--- config.mk ---
export PLATFORM = sky130hd
export DESIGN_NAME = retireCore
export DESIGN_NICKNAME = d
export VERILOG_FILES = /design/src/source/rafiTypes.sv /design/src/source/regWriteStage.sv /design/src/source/regFile.sv /design/src/source/trapCsrUnit.sv /design/src/source/pipelineController.sv /design/src/source/retireCore.sv
export VERILOG_INCLUDE_DIRS = /design/src /design/src/source
export SDC_FILE = /design/constraint.sdc
export NUM_CORES = 2
export LEC_CHECK = 0
export BUFFER_PORTS_ARGS = -buffer_cell sky130_fd_sc_hd__buf_2
export CORE_MARGIN = 5
export CORE_UTILIZATION = 32
export CTS_BUF_LIST = sky130_fd_sc_hd__clkbuf_8
export CTS_CLUSTER_SIZE = 20
export DETAILED_ROUTE_END_ITERATION = 6
export GPL_ROUTABILITY_DRIVEN = 0
export HOLD_SLACK_MARGIN = 0.1
export PLACE_DENSITY = 0.58
export SKIP_LAST_GASP = 1
export SYNTH_ARGS = -nofsm -noshare
export SYNTH_HDL_FRONTEND = slang
export SYNTH_HIERARCHICAL = 1
export SYNTH_SLANG_ARGS = --single-unit
--- constraint.sdc ---
create_clock -name clk -period 9.6 [get_ports clk]
set_input_delay 1.92 -clock clk [delete_from_list [all_inputs] [get_ports clk]]
set_output_delay 1.92 -clock clk [all_outputs]
set_load 0.05 [all_outputs]
--- src/source/rafiCore_params.svh ---
/*
 * Core-wide sizing constants for the retirement end of the RV32 core.
 * Register file shape, data widths, the trap vector after reset and
 * the depth of the flush window after a redirect.
 */
`ifndef RAFI_CORE_PARAMS_SVH
`define RAFI_CORE_PARAMS_SVH

// Integer data and address width.
`define RAFI_XLEN 32

// Floating-point registers are wide enough for double precision.
`define RAFI_FLEN 64

// Number of architectural registers in each file, and the index width.
`define RAFI_REG_COUNT 32
`define RAFI_REG_ADDR_WIDTH 5

// Where the first trap lands before software programs mtvec.
`define RAFI_MTVEC_RESET 32'h00000100

// One squashed cycle per younger pipeline stage in the full core.
`define RAFI_FLUSH_CYCLES 2

`endif

--- src/source/rafiTypes.sv ---
/*
 * Shared types for the retirement end of the core.
 * Privilege levels, CSR addresses and the packed structs that carry
 * execute results, trap events and register write requests.
 */
`include "rafiCore_params.svh"

package rafiTypes;

    // Encodings follow the RISC-V privileged spec.
    // The value 2'b10 is reserved and never produced by the core.
    typedef enum logic [1:0] {
        userMode       = 2'b00,
        supervisorMode = 2'b01,
        machineMode    = 2'b11
    } privilege_t;

    // Only the trap-related CSRs are implemented.
    typedef enum logic [11:0] {
        csrMstatus = 12'h300,
        csrMtvec   = 12'h305,
        csrMepc    = 12'h341,
        csrMcause  = 12'h342,
        csrMtval   = 12'h343,
        csrSepc    = 12'h141
    } csrAddr_t;

    // Trap raised somewhere upstream and carried along with the instruction.
    typedef struct packed {
        logic                 valid;
        logic [3:0]           cause;
        logic [`RAFI_XLEN-1:0] value;
    } trapInfo_t;

    // Decoded control bits that matter at writeback.
    typedef struct packed {
        logic [`RAFI_REG_ADDR_WIDTH-1:0] rd;
        logic                            intRegWriteEnable;
        logic                            fpRegWriteEnable;
        privilege_t                      trapReturnPrivilege;
    } op_t;

    // One beat from the execute stage.
    // The insn field is kept for tracing and is not decoded here.
    typedef struct packed {
        logic                  valid;
        logic [`RAFI_XLEN-1:0] pc;
        logic [`RAFI_XLEN-1:0] insn;
        op_t                   op;
        logic                  trapReturn;
        trapInfo_t             trapInfo;
        logic [`RAFI_XLEN-1:0] dstIntRegValue;
        logic [`RAFI_FLEN-1:0] dstFpRegValue;
    } execResult_t;

    // Trap or trap return seen at writeback, shared by the CSR unit and
    // the pipeline controller.
    typedef struct packed {
        logic                  trapValid;
        logic [3:0]            cause;
        logic [`RAFI_XLEN-1:0] value;
        logic [`RAFI_XLEN-1:0] pc;
        logic                  returnValid;
        privilege_t            returnPrivilege;
    } trapEvent_t;

    // Write requests into the two register files.
    typedef struct packed {
        logic                            enable;
        logic [`RAFI_REG_ADDR_WIDTH-1:0] addr;
        logic [`RAFI_XLEN-1:0]           value;
    } intRegWrite_t;

    typedef struct packed {
        logic                            enable;
        logic [`RAFI_REG_ADDR_WIDTH-1:0] addr;
        logic [`RAFI_FLEN-1:0]           value;
    } fpRegWrite_t;

endpackage

--- src/source/regWriteStage.sv ---
/*
 * Writeback stage.
 * Decides per beat whether the result commits, traps or is squashed,
 * and turns that into register write requests and a trap event.
 */
`timescale 1ns/1ps
`include "rafiCore_params.svh"

module regWriteStage import rafiTypes::*; (
    input  execResult_t  execResult,
    input  logic         flush,
    output intRegWrite_t intRegWrite,
    output fpRegWrite_t  fpRegWrite,
    output trapEvent_t   trapEvent
);

    logic live;
    logic commit;
    logic trapping;
    op_t  op;

    always_comb begin
        // A beat that arrives inside the flush window belongs to a younger
        // instruction on the wrong path, so it is dropped entirely.
        live = execResult.valid && !flush;
        // A trapping instruction never retires.
        trapping = live && execResult.trapInfo.valid;
        commit = live && !execResult.trapInfo.valid;
        op = execResult.op;
    end

    always_comb begin
        // Both files share the destination index from decode.
        // Only the enable depends on commit.
        intRegWrite.enable = commit && op.intRegWriteEnable;
        intRegWrite.addr = op.rd;
        intRegWrite.value = execResult.dstIntRegValue;

        fpRegWrite.enable = commit && op.fpRegWriteEnable;
        fpRegWrite.addr = op.rd;
        fpRegWrite.value = execResult.dstFpRegValue;
    end

    always_comb begin
        // The trap payload is passed through unqualified.
        // Consumers only look at it when trapValid is set.
        trapEvent.trapValid = trapping;
        trapEvent.cause = execResult.trapInfo.cause;
        trapEvent.value = execResult.trapInfo.value;
        trapEvent.pc = execResult.pc;

        // An xRET that itself traps is handled as the trap, which is why
        // the return is qualified with commit and not with live.
        trapEvent.returnValid = commit && execResult.trapReturn;
        trapEvent.returnPrivilege = op.trapReturnPrivilege;
    end

endmodule

--- src/source/regFile.sv ---
/*
 * Register file with one write port and one combinational read port.
 * Used for both the integer file, where x0 is hardwired to zero, and the
 * double-precision floating-point file.
 */
`timescale 1ns/1ps
`include "rafiCore_params.svh"

module regFile #(
    parameter int dataWidth    = `RAFI_XLEN,
    parameter bit hardwireZero = 1'b1
) (
    input  logic                            clk,
    input  logic                            rstN,
    input  logic                            writeEnable,
    input  logic [`RAFI_REG_ADDR_WIDTH-1:0] writeAddr,
    input  logic [dataWidth-1:0]            writeValue,
    input  logic [`RAFI_REG_ADDR_WIDTH-1:0] readAddr,
    output logic [dataWidth-1:0]            readData
);

    logic [dataWidth-1:0] regs [`RAFI_REG_COUNT];
    logic                 writeBlocked;
    logic                 readZero;

    // Writes to entry 0 are discarded when it is the zero register.
    assign writeBlocked = hardwireZero && (writeAddr == '0);

    // The zero register also reads as zero.
    assign readZero = hardwireZero && (readAddr == '0);

    // Every entry is cleared at reset.
    always_ff @(posedge clk) begin
        if (!rstN) begin
            for (int i = 0; i < `RAFI_REG_COUNT; i++) begin
                regs[i] <= '0;
            end
        end else if (writeEnable && !writeBlocked) begin
            regs[writeAddr] <= writeValue;
        end
    end

    // Reads are asynchronous.
    // A value written at the end of a beat is visible one cycle later.
    always_comb begin
        if (readZero) begin
            readData = '0;
        end else begin
            readData = regs[readAddr];
        end
    end

endmodule

--- src/source/trapCsrUnit.sv ---
/*
 * Machine trap CSRs and privilege state.
 * Takes traps and trap returns from writeback, serves a CSR read/write
 * port, and supplies the redirect target for the current event.
 */
`timescale 1ns/1ps
`include "rafiCore_params.svh"

module trapCsrUnit import rafiTypes::*; (
    input  logic                  clk,
    input  logic                  rstN,
    input  trapEvent_t            trapEvent,
    input  csrAddr_t              csrReadAddr,
    input  logic                  csrWriteEnable,
    input  csrAddr_t              csrWriteAddr,
    input  logic [`RAFI_XLEN-1:0] csrWriteValue,
    output logic [`RAFI_XLEN-1:0] csrReadData,
    output privilege_t            privilege,
    output logic [`RAFI_XLEN-1:0] trapTarget
);

    logic [`RAFI_XLEN-1:0] mtvec;
    logic [`RAFI_XLEN-1:0] mepc;
    logic [`RAFI_XLEN-1:0] mcause;
    logic [`RAFI_XLEN-1:0] mtval;
    logic [`RAFI_XLEN-1:0] sepc;
    privilege_t            mpp;
    logic                  spp;
    logic                  mret;
    logic                  sret;
    logic [1:0]            mppWriteValue;

    // The return flavour comes from the privilege encoded in the opcode.
    assign mret = trapEvent.returnValid && (trapEvent.returnPrivilege == machineMode);
    assign sret = trapEvent.returnValid && (trapEvent.returnPrivilege == supervisorMode);

    // MPP field of an mstatus write.
    assign mppWriteValue = csrWriteValue[12:11];

    always_ff @(posedge clk) begin
        if (!rstN) begin
            mtvec <= `RAFI_MTVEC_RESET;
            mepc <= '0;
            mcause <= '0;
            mtval <= '0;
            sepc <= '0;
            mpp <= userMode;
            spp <= 1'b0;
            privilege <= machineMode;
        end else begin
            // CSR instruction writes go first.
            // A trap or return in the same cycle overrides what it touches.
            if (csrWriteEnable) begin
                case (csrWriteAddr)
                    csrMstatus: begin
                        // MPP is WARL. The reserved encoding keeps the old value.
                        if (mppWriteValue != 2'b10) begin
                            mpp <= privilege_t'(mppWriteValue);
                        end
                        spp <= csrWriteValue[8];
                    end
                    csrMtvec: mtvec <= csrWriteValue;
                    csrMepc: mepc <= csrWriteValue;
                    csrMcause: mcause <= csrWriteValue;
                    csrMtval: mtval <= csrWriteValue;
                    csrSepc: sepc <= csrWriteValue;
                    default: begin
                    end
                endcase
            end

            if (trapEvent.trapValid) begin
                // All traps are taken in machine mode since there is no delegation.
                mepc <= trapEvent.pc;
                mcause <= {{(`RAFI_XLEN-4){1'b0}}, trapEvent.cause};
                mtval <= trapEvent.value;
                mpp <= privilege;
                privilege <= machineMode;
            end else if (mret) begin
                privilege <= mpp;
                mpp <= userMode;
            end else if (sret) begin
                // SPP only distinguishes user from supervisor.
                privilege <= spp ? supervisorMode : userMode;
                spp <= 1'b0;
            end
        end
    end

    // The target must be ready in the beat cycle, because the controller
    // samples it at the same edge that updates the registers here.
    always_comb begin
        if (trapEvent.trapValid) begin
            trapTarget = mtvec;
        end else if (sret) begin
            trapTarget = sepc;
        end else if (mret) begin
            trapTarget = mepc;
        end else begin
            trapTarget = mtvec;
        end
    end

    always_comb begin
        csrReadData = '0;
        case (csrReadAddr)
            csrMstatus: begin
                // Only MPP and SPP are implemented. The other bits read as zero.
                csrReadData[12:11] = mpp;
                csrReadData[8] = spp;
            end
            csrMtvec: csrReadData = mtvec;
            csrMepc: csrReadData = mepc;
            csrMcause: csrReadData = mcause;
            csrMtval: csrReadData = mtval;
            csrSepc: csrReadData = sepc;
            default: csrReadData = '0;
        endcase
    end

endmodule

--- src/source/pipelineController.sv ---
/*
 * Pipeline controller for traps and trap returns.
 * Issues a one-cycle redirect and holds the flush window that squashes
 * younger results arriving at writeback.
 */
`timescale 1ns/1ps
`include "rafiCore_params.svh"

module pipelineController import rafiTypes::*; (
    input  logic                  clk,
    input  logic                  rstN,
    input  trapEvent_t            trapEvent,
    input  logic [`RAFI_XLEN-1:0] trapTarget,
    output logic                  redirectValid,
    output logic [`RAFI_XLEN-1:0] redirectPc,
    output logic                  flush
);

    localparam int countWidth = $clog2(`RAFI_FLUSH_CYCLES + 1);

    logic                  redirectRequest;
    logic [countWidth-1:0] flushCount;

    // Writeback already squashes beats during the window, so an event here
    // never overlaps a redirect in flight.
    assign redirectRequest = trapEvent.trapValid || trapEvent.returnValid;

    always_ff @(posedge clk) begin
        if (!rstN) begin
            redirectValid <= 1'b0;
            flushCount <= '0;
        end else if (redirectRequest) begin
            redirectValid <= 1'b1;
            // The window starts with the redirect cycle itself.
            flushCount <= countWidth'(`RAFI_FLUSH_CYCLES);
        end else begin
            redirectValid <= 1'b0;
            if (flushCount != '0) begin
                flushCount <= flushCount - 1'b1;
            end
        end
    end

    // The target is sampled at the event beat and held until the next one.
    always_ff @(posedge clk) begin
        if (redirectRequest) begin
            redirectPc <= trapTarget;
        end
    end

    assign flush = (flushCount != '0);

endmodule

--- src/source/retireCore.sv ---
/*
 * Retirement end of the core.
 * Connects writeback, the integer and floating-point register files,
 * the trap CSR unit and the pipeline controller.
 */
`timescale 1ns/1ps
`include "rafiCore_params.svh"

module retireCore import rafiTypes::*; (
    input  logic                            clk,
    input  logic                            rstN,
    input  execResult_t                     execResult,
    input  logic [`RAFI_REG_ADDR_WIDTH-1:0] intReadAddr,
    input  logic [`RAFI_REG_ADDR_WIDTH-1:0] fpReadAddr,
    input  csrAddr_t                        csrReadAddr,
    input  logic                            csrWriteEnable,
    input  csrAddr_t                        csrWriteAddr,
    input  logic [`RAFI_XLEN-1:0]           csrWriteValue,
    output logic [`RAFI_XLEN-1:0]           intReadData,
    output logic [`RAFI_FLEN-1:0]           fpReadData,
    output logic [`RAFI_XLEN-1:0]           csrReadData,
    output privilege_t                      privilege,
    output logic                            redirectValid,
    output logic [`RAFI_XLEN-1:0]           redirectPc
);

    logic                  flush;
    intRegWrite_t          intRegWrite;
    fpRegWrite_t           fpRegWrite;
    trapEvent_t            trapEvent;
    logic [`RAFI_XLEN-1:0] trapTarget;

    regWriteStage regWriteStage_i (
        .execResult (execResult),
        .flush      (flush),
        .intRegWrite(intRegWrite),
        .fpRegWrite (fpRegWrite),
        .trapEvent  (trapEvent)
    );

    // Integer file with x0 hardwired to zero.
    regFile #(.dataWidth(`RAFI_XLEN), .hardwireZero(1'b1)) intRegFile (
        .clk        (clk),
        .rstN       (rstN),
        .writeEnable(intRegWrite.enable),
        .writeAddr  (intRegWrite.addr),
        .writeValue (intRegWrite.value),
        .readAddr   (intReadAddr),
        .readData   (intReadData)
    );

    // Floating-point file where f0 is an ordinary register.
    regFile #(.dataWidth(`RAFI_FLEN), .hardwireZero(1'b0)) fpRegFile (
        .clk        (clk),
        .rstN       (rstN),
        .writeEnable(fpRegWrite.enable),
        .writeAddr  (fpRegWrite.addr),
        .writeValue (fpRegWrite.value),
        .readAddr   (fpReadAddr),
        .readData   (fpReadData)
    );

    trapCsrUnit trapCsrUnit_i (
        .clk           (clk),
        .rstN          (rstN),
        .trapEvent     (trapEvent),
        .csrReadAddr   (csrReadAddr),
        .csrWriteEnable(csrWriteEnable),
        .csrWriteAddr  (csrWriteAddr),
        .csrWriteValue (csrWriteValue),
        .csrReadData   (csrReadData),
        .privilege     (privilege),
        .trapTarget    (trapTarget)
    );

    pipelineController pipelineController_i (
        .clk          (clk),
        .rstN         (rstN),
        .trapEvent    (trapEvent),
        .trapTarget   (trapTarget),
        .redirectValid(redirectValid),
        .redirectPc   (redirectPc),
        .flush        (flush)
    );

endmodule

==> run_results.csv <==
group,metric,value,unit
placement,placement.io_buffers,407,
timing,final-max-slew-violation-count,0,
cts,cts_hold_repair.buffers,0,
cts,cts_buffers,552,
pwr,peak_vdd_ir,137,µV
drt,drt_drc_violations_left,0,
drt,finalWirelength,493000,µm
flow_run,cap_violations,2,
drt,route.antenna.remaining_nets,0,
global_route,global_route_wire_length_before_repair,689000,µm
synth,ys.warnings.count,6,
setup_path,criticalPathCategory,"in2out",
setup_path,critPathRequiredTime,7680,ps
timing,worst-slew-pin-transition,1480,ps
timing,timing.final.ws_setup,1930,ps
synth,netlist_top_cells_area,"sky130_fd_sc_hd__edfxtp_1, sky130_fd_sc_hd__and2_1, sky130_fd_sc_hd__mux4_2",
timing,timing.final.crit_period,7670,ps
drt,detailedRoute.firstIterationViolations,10700,
setup_path,cp-start-kind,"input pin",
timing,tns,0,ps
synth,synthDominantAreaCellType,"sky130_fd_sc_hd__edfxtp_1",
global_route,grt_start_max_net_pins,105,
floorplan,floorplan.die_area,479000,µm²
cts,ctsLongestPathBuffers,4,
final_layout,areaGrowthSynthToFinish,11.7,%
timing,final_setup_violating_endpoints,0,
floorplan,die_height,692,µm
drt,route.vias.total,89300,
synth,ys_dominant_reg_cell,"sky130_fd_sc_hd__edfxtp_1",
cts,cts.sink_count,3272,
synth,ys_seq_elements,3272,
timing,achievable-frequency,0.130,GHz
timing,worst_clock_skew,47.3,ps
floorplan,effective_utilization_at_floorplan,32.1,%
cts,cts_resized,0,
floorplan,num_rows,250,
run_status,outcome,"complete, but fails checks",
cts,cts_max_level,6,
min_path,hp-class,"reg2reg",
final_layout,final_net_count,10300,
placement,dp_slack,2050,ps
floorplan,floorplan.core_area,464000,µm²
global_route,grt_antenna_before_repair,94,
global_route,track_usage,19.9,%
synth,synth_top_area_share,62.7,%
cts,tritoncts,"built",
final_layout,filler_cell_count,43800,
synth,syn_avg_cell_area,14.9,µm²
timing,final-hold-violation-count,0,
drt,vias_per_cell,5.35,
synth,synth-edff-count,3104,
floorplan,fp.dieW,692,µm
global_route,grt_overflow,0,
run_status,failing_checks,"max-capacitance violations",
global_route,first_global_vias,91800,
timing,rsz0062_at_grt,"no",
setup_path,crit_path_arrival_time,5750,ps
setup_path,critPathMaxFanout,19,
timing,slew-limit-headroom,0.296,%
final_layout,layout-drive-gt1-share,21.0,%
synth,synth_sequential_area_ratio,64.9,%
pwr,p_per_area,181,nW/µm²
floorplan,io-pin-count,440,
synth,synth-async-reset-ratio,0,%
cts,cts_root_buf,"sky130_fd_sc_hd__clkbuf_8",
drt,avgRoutedWirePerCell,29.5,µm
synth,post_synth_inst_count,9983,
timing,timing.final.crit_share,79.9,%
placement,detailedPlacementHpwl,271000,µm
cts,worst_skew_pair.late_latency,1190,ps
synth,synthesis.area,149000,µm²
setup_path,kind_of_end_point_of_the_critical_path,"primary output",
synth,ys_types,78,
drt,detailedRoute.firstPassIterationCount,6,
final_layout,layout_common_cells,"sky130_fd_sc_hd__edfxtp_1, sky130_fd_sc_hd__and2_1, sky130_fd_sc_hd__mux4_2, sky130_fd_sc_hd__clkbuf_8, sky130_fd_sc_hd__buf_2",
cts,clkSlewWorstSetupHoldPaths,50,ps
cts,postCtsSetupRepairBufs,0,
pwr,static-leakage-power,59.7,nW
final_layout,layout_commonest_cell,"sky130_fd_sc_hd__edfxtp_1",
## final cells by class
class	instances	area [µm²]	area share [%]
Tap cell	6174	7720	4.65
Timing Repair Buffer	635	4100	2.47
Clock buffer	572	7870	4.74
Multi-Input combinational cell	5590	47800	28.8
Sequential cell	3272	96600	58.1
Inverter	5	18.8	0.0113
Clock inverter	369	1870	1.13
Antenna cell	74	185	0.111
## report_power, final
part / internal [mW] / switching (mW)
sequential: 16.0 / 0.130
combinational: 0.713 / 1.75
clock: 5.73 / 5.72
total: 22.5 / 7.61
## final timing paths
check / endpoint / cells past startpoint / slack, ps / start
worst max-delay path: fpReadData[8] / 8 / 1930 / fpReadAddr[4]
worst min-delay path: trapCsrUnit_i/mcause[31] / 2 / 450 / trapCsrUnit_i/mcause[31]
worst max register to register: fpRegFile/regs[18][43] / 8 / 5190 / pipelineController_i/flushCount[1]
worst min register to register: trapCsrUnit_i/mcause[31] / 2 / 450 / trapCsrUnit_i/mcause[31]
## cell families after synthesis
group	after synthesis	synth area share, %
other cells	1	0.00252
buf+inv	1152	3.84
simple gates	3683	15.0
mux	952	12.2
flops	3272	64.9
compound gates	923	4.06
## per-layer routing
| metal | part of all wire [%] | GRT usage [%] | up-vias |
|---|---|---|---|
| met2 | 48 | 32.7 | 4857 |
| met1 | 37 | 25.1 | 46400 |
| li1 | - | - | 36900 |
| met4 | 5.0 | 9.59 | 22 |
| met5 | 0.026 | 0 | - |
| met3 | 9.7 | 4.22 | 1119 |
## critical path, stage by stage
cell                      delay (ps)
sky130_fd_sc_hd__buf_2           520
sky130_fd_sc_hd__nor2b_1         310
sky130_fd_sc_hd__nand2_2         700
sky130_fd_sc_hd__buf_4           410
sky130_fd_sc_hd__o22ai_1         210
sky130_fd_sc_hd__nor4_1         1120
sky130_fd_sc_hd__buf_4           270
sky130_fd_sc_hd__buf_2           260
## synth_stat cells (7+ instances only)
| master | n |
|---|---|
| sky130_fd_sc_hd__clkbuf_1 | 694 |
| sky130_fd_sc_hd__buf_1 | 16 |
| sky130_fd_sc_hd__a221oi_1 | 29 |
| sky130_fd_sc_hd__a21boi_1 | 8 |
| sky130_fd_sc_hd__o21ai_0 | 196 |
| sky130_fd_sc_hd__a311oi_1 | 32 |
| sky130_fd_sc_hd__mux2i_1 | 233 |
| sky130_fd_sc_hd__a22o_1 | 7 |
| sky130_fd_sc_hd__a21oi_1 | 59 |
| sky130_fd_sc_hd__nor2_1 | 98 |
| sky130_fd_sc_hd__nor2_2 | 10 |
| sky130_fd_sc_hd__nand4_1 | 17 |
| sky130_fd_sc_hd__nand2b_1 | 7 |
| sky130_fd_sc_hd__nor2b_1 | 44 |
| sky130_fd_sc_hd__mux2_2 | 35 |
| sky130_fd_sc_hd__edfxtp_1 | 3104 |
| sky130_fd_sc_hd__a22oi_1 | 148 |
| sky130_fd_sc_hd__nand2_1 | 262 |
| sky130_fd_sc_hd__o2111ai_1 | 9 |
| sky130_fd_sc_hd__a211oi_1 | 73 |
| sky130_fd_sc_hd__nor3_1 | 44 |
| sky130_fd_sc_hd__buf_6 | 39 |
| sky130_fd_sc_hd__nand3_1 | 27 |
| sky130_fd_sc_hd__mux4_2 | 684 |
| sky130_fd_sc_hd__and2_1 | 3049 |
| sky130_fd_sc_hd__a21boi_0 | 55 |
| sky130_fd_sc_hd__buf_4 | 234 |
| sky130_fd_sc_hd__dfxtp_1 | 168 |
| sky130_fd_sc_hd__clkbuf_2 | 35 |
| sky130_fd_sc_hd__buf_2 | 128 |
| sky130_fd_sc_hd__o21ai_1 | 54 |
| sky130_fd_sc_hd__nor4_1 | 52 |
| sky130_fd_sc_hd__o22ai_1 | 206 |
| sky130_fd_sc_hd__a2bb2oi_1 | 29 |
| sky130_fd_sc_hd__nor2_4 | 10 |
## metrics by stage
stage | cells | power [mW] | hold slack [ps] | util (%) | instance area, µm²
floorplan | 10000 | 18.0 | 422 | - | 149000
global placement | 15700 | 18.9 | 437 | 33.7 | 156000
detailed placement | 15700 | 18.9 | 445 | 33.7 | 156000
CTS | 16600 | 30.3 | 456 | 35.8 | 166000
global route | 16700 | 31.1 | 470 | 35.8 | 166000
finish | 16700 | 30.1 | 454 | 35.8 | 166000
## state kept, by name (all words and copies together), names as in the netlist, 32 cells and up
| signal | cells |
|---|---|
| fpRegFile/regs | 2048 |
| intRegFile/regs | 1024 |
| pipelineController_i/redirectPc | 32 |
| trapCsrUnit_i/mcause | 32 |
| trapCsrUnit_i/mepc | 32 |
| trapCsrUnit_i/mtval | 32 |
| trapCsrUnit_i/mtvec | 32 |
| trapCsrUnit_i/sepc | 32 |
Power figures use the tool's default switching activity.
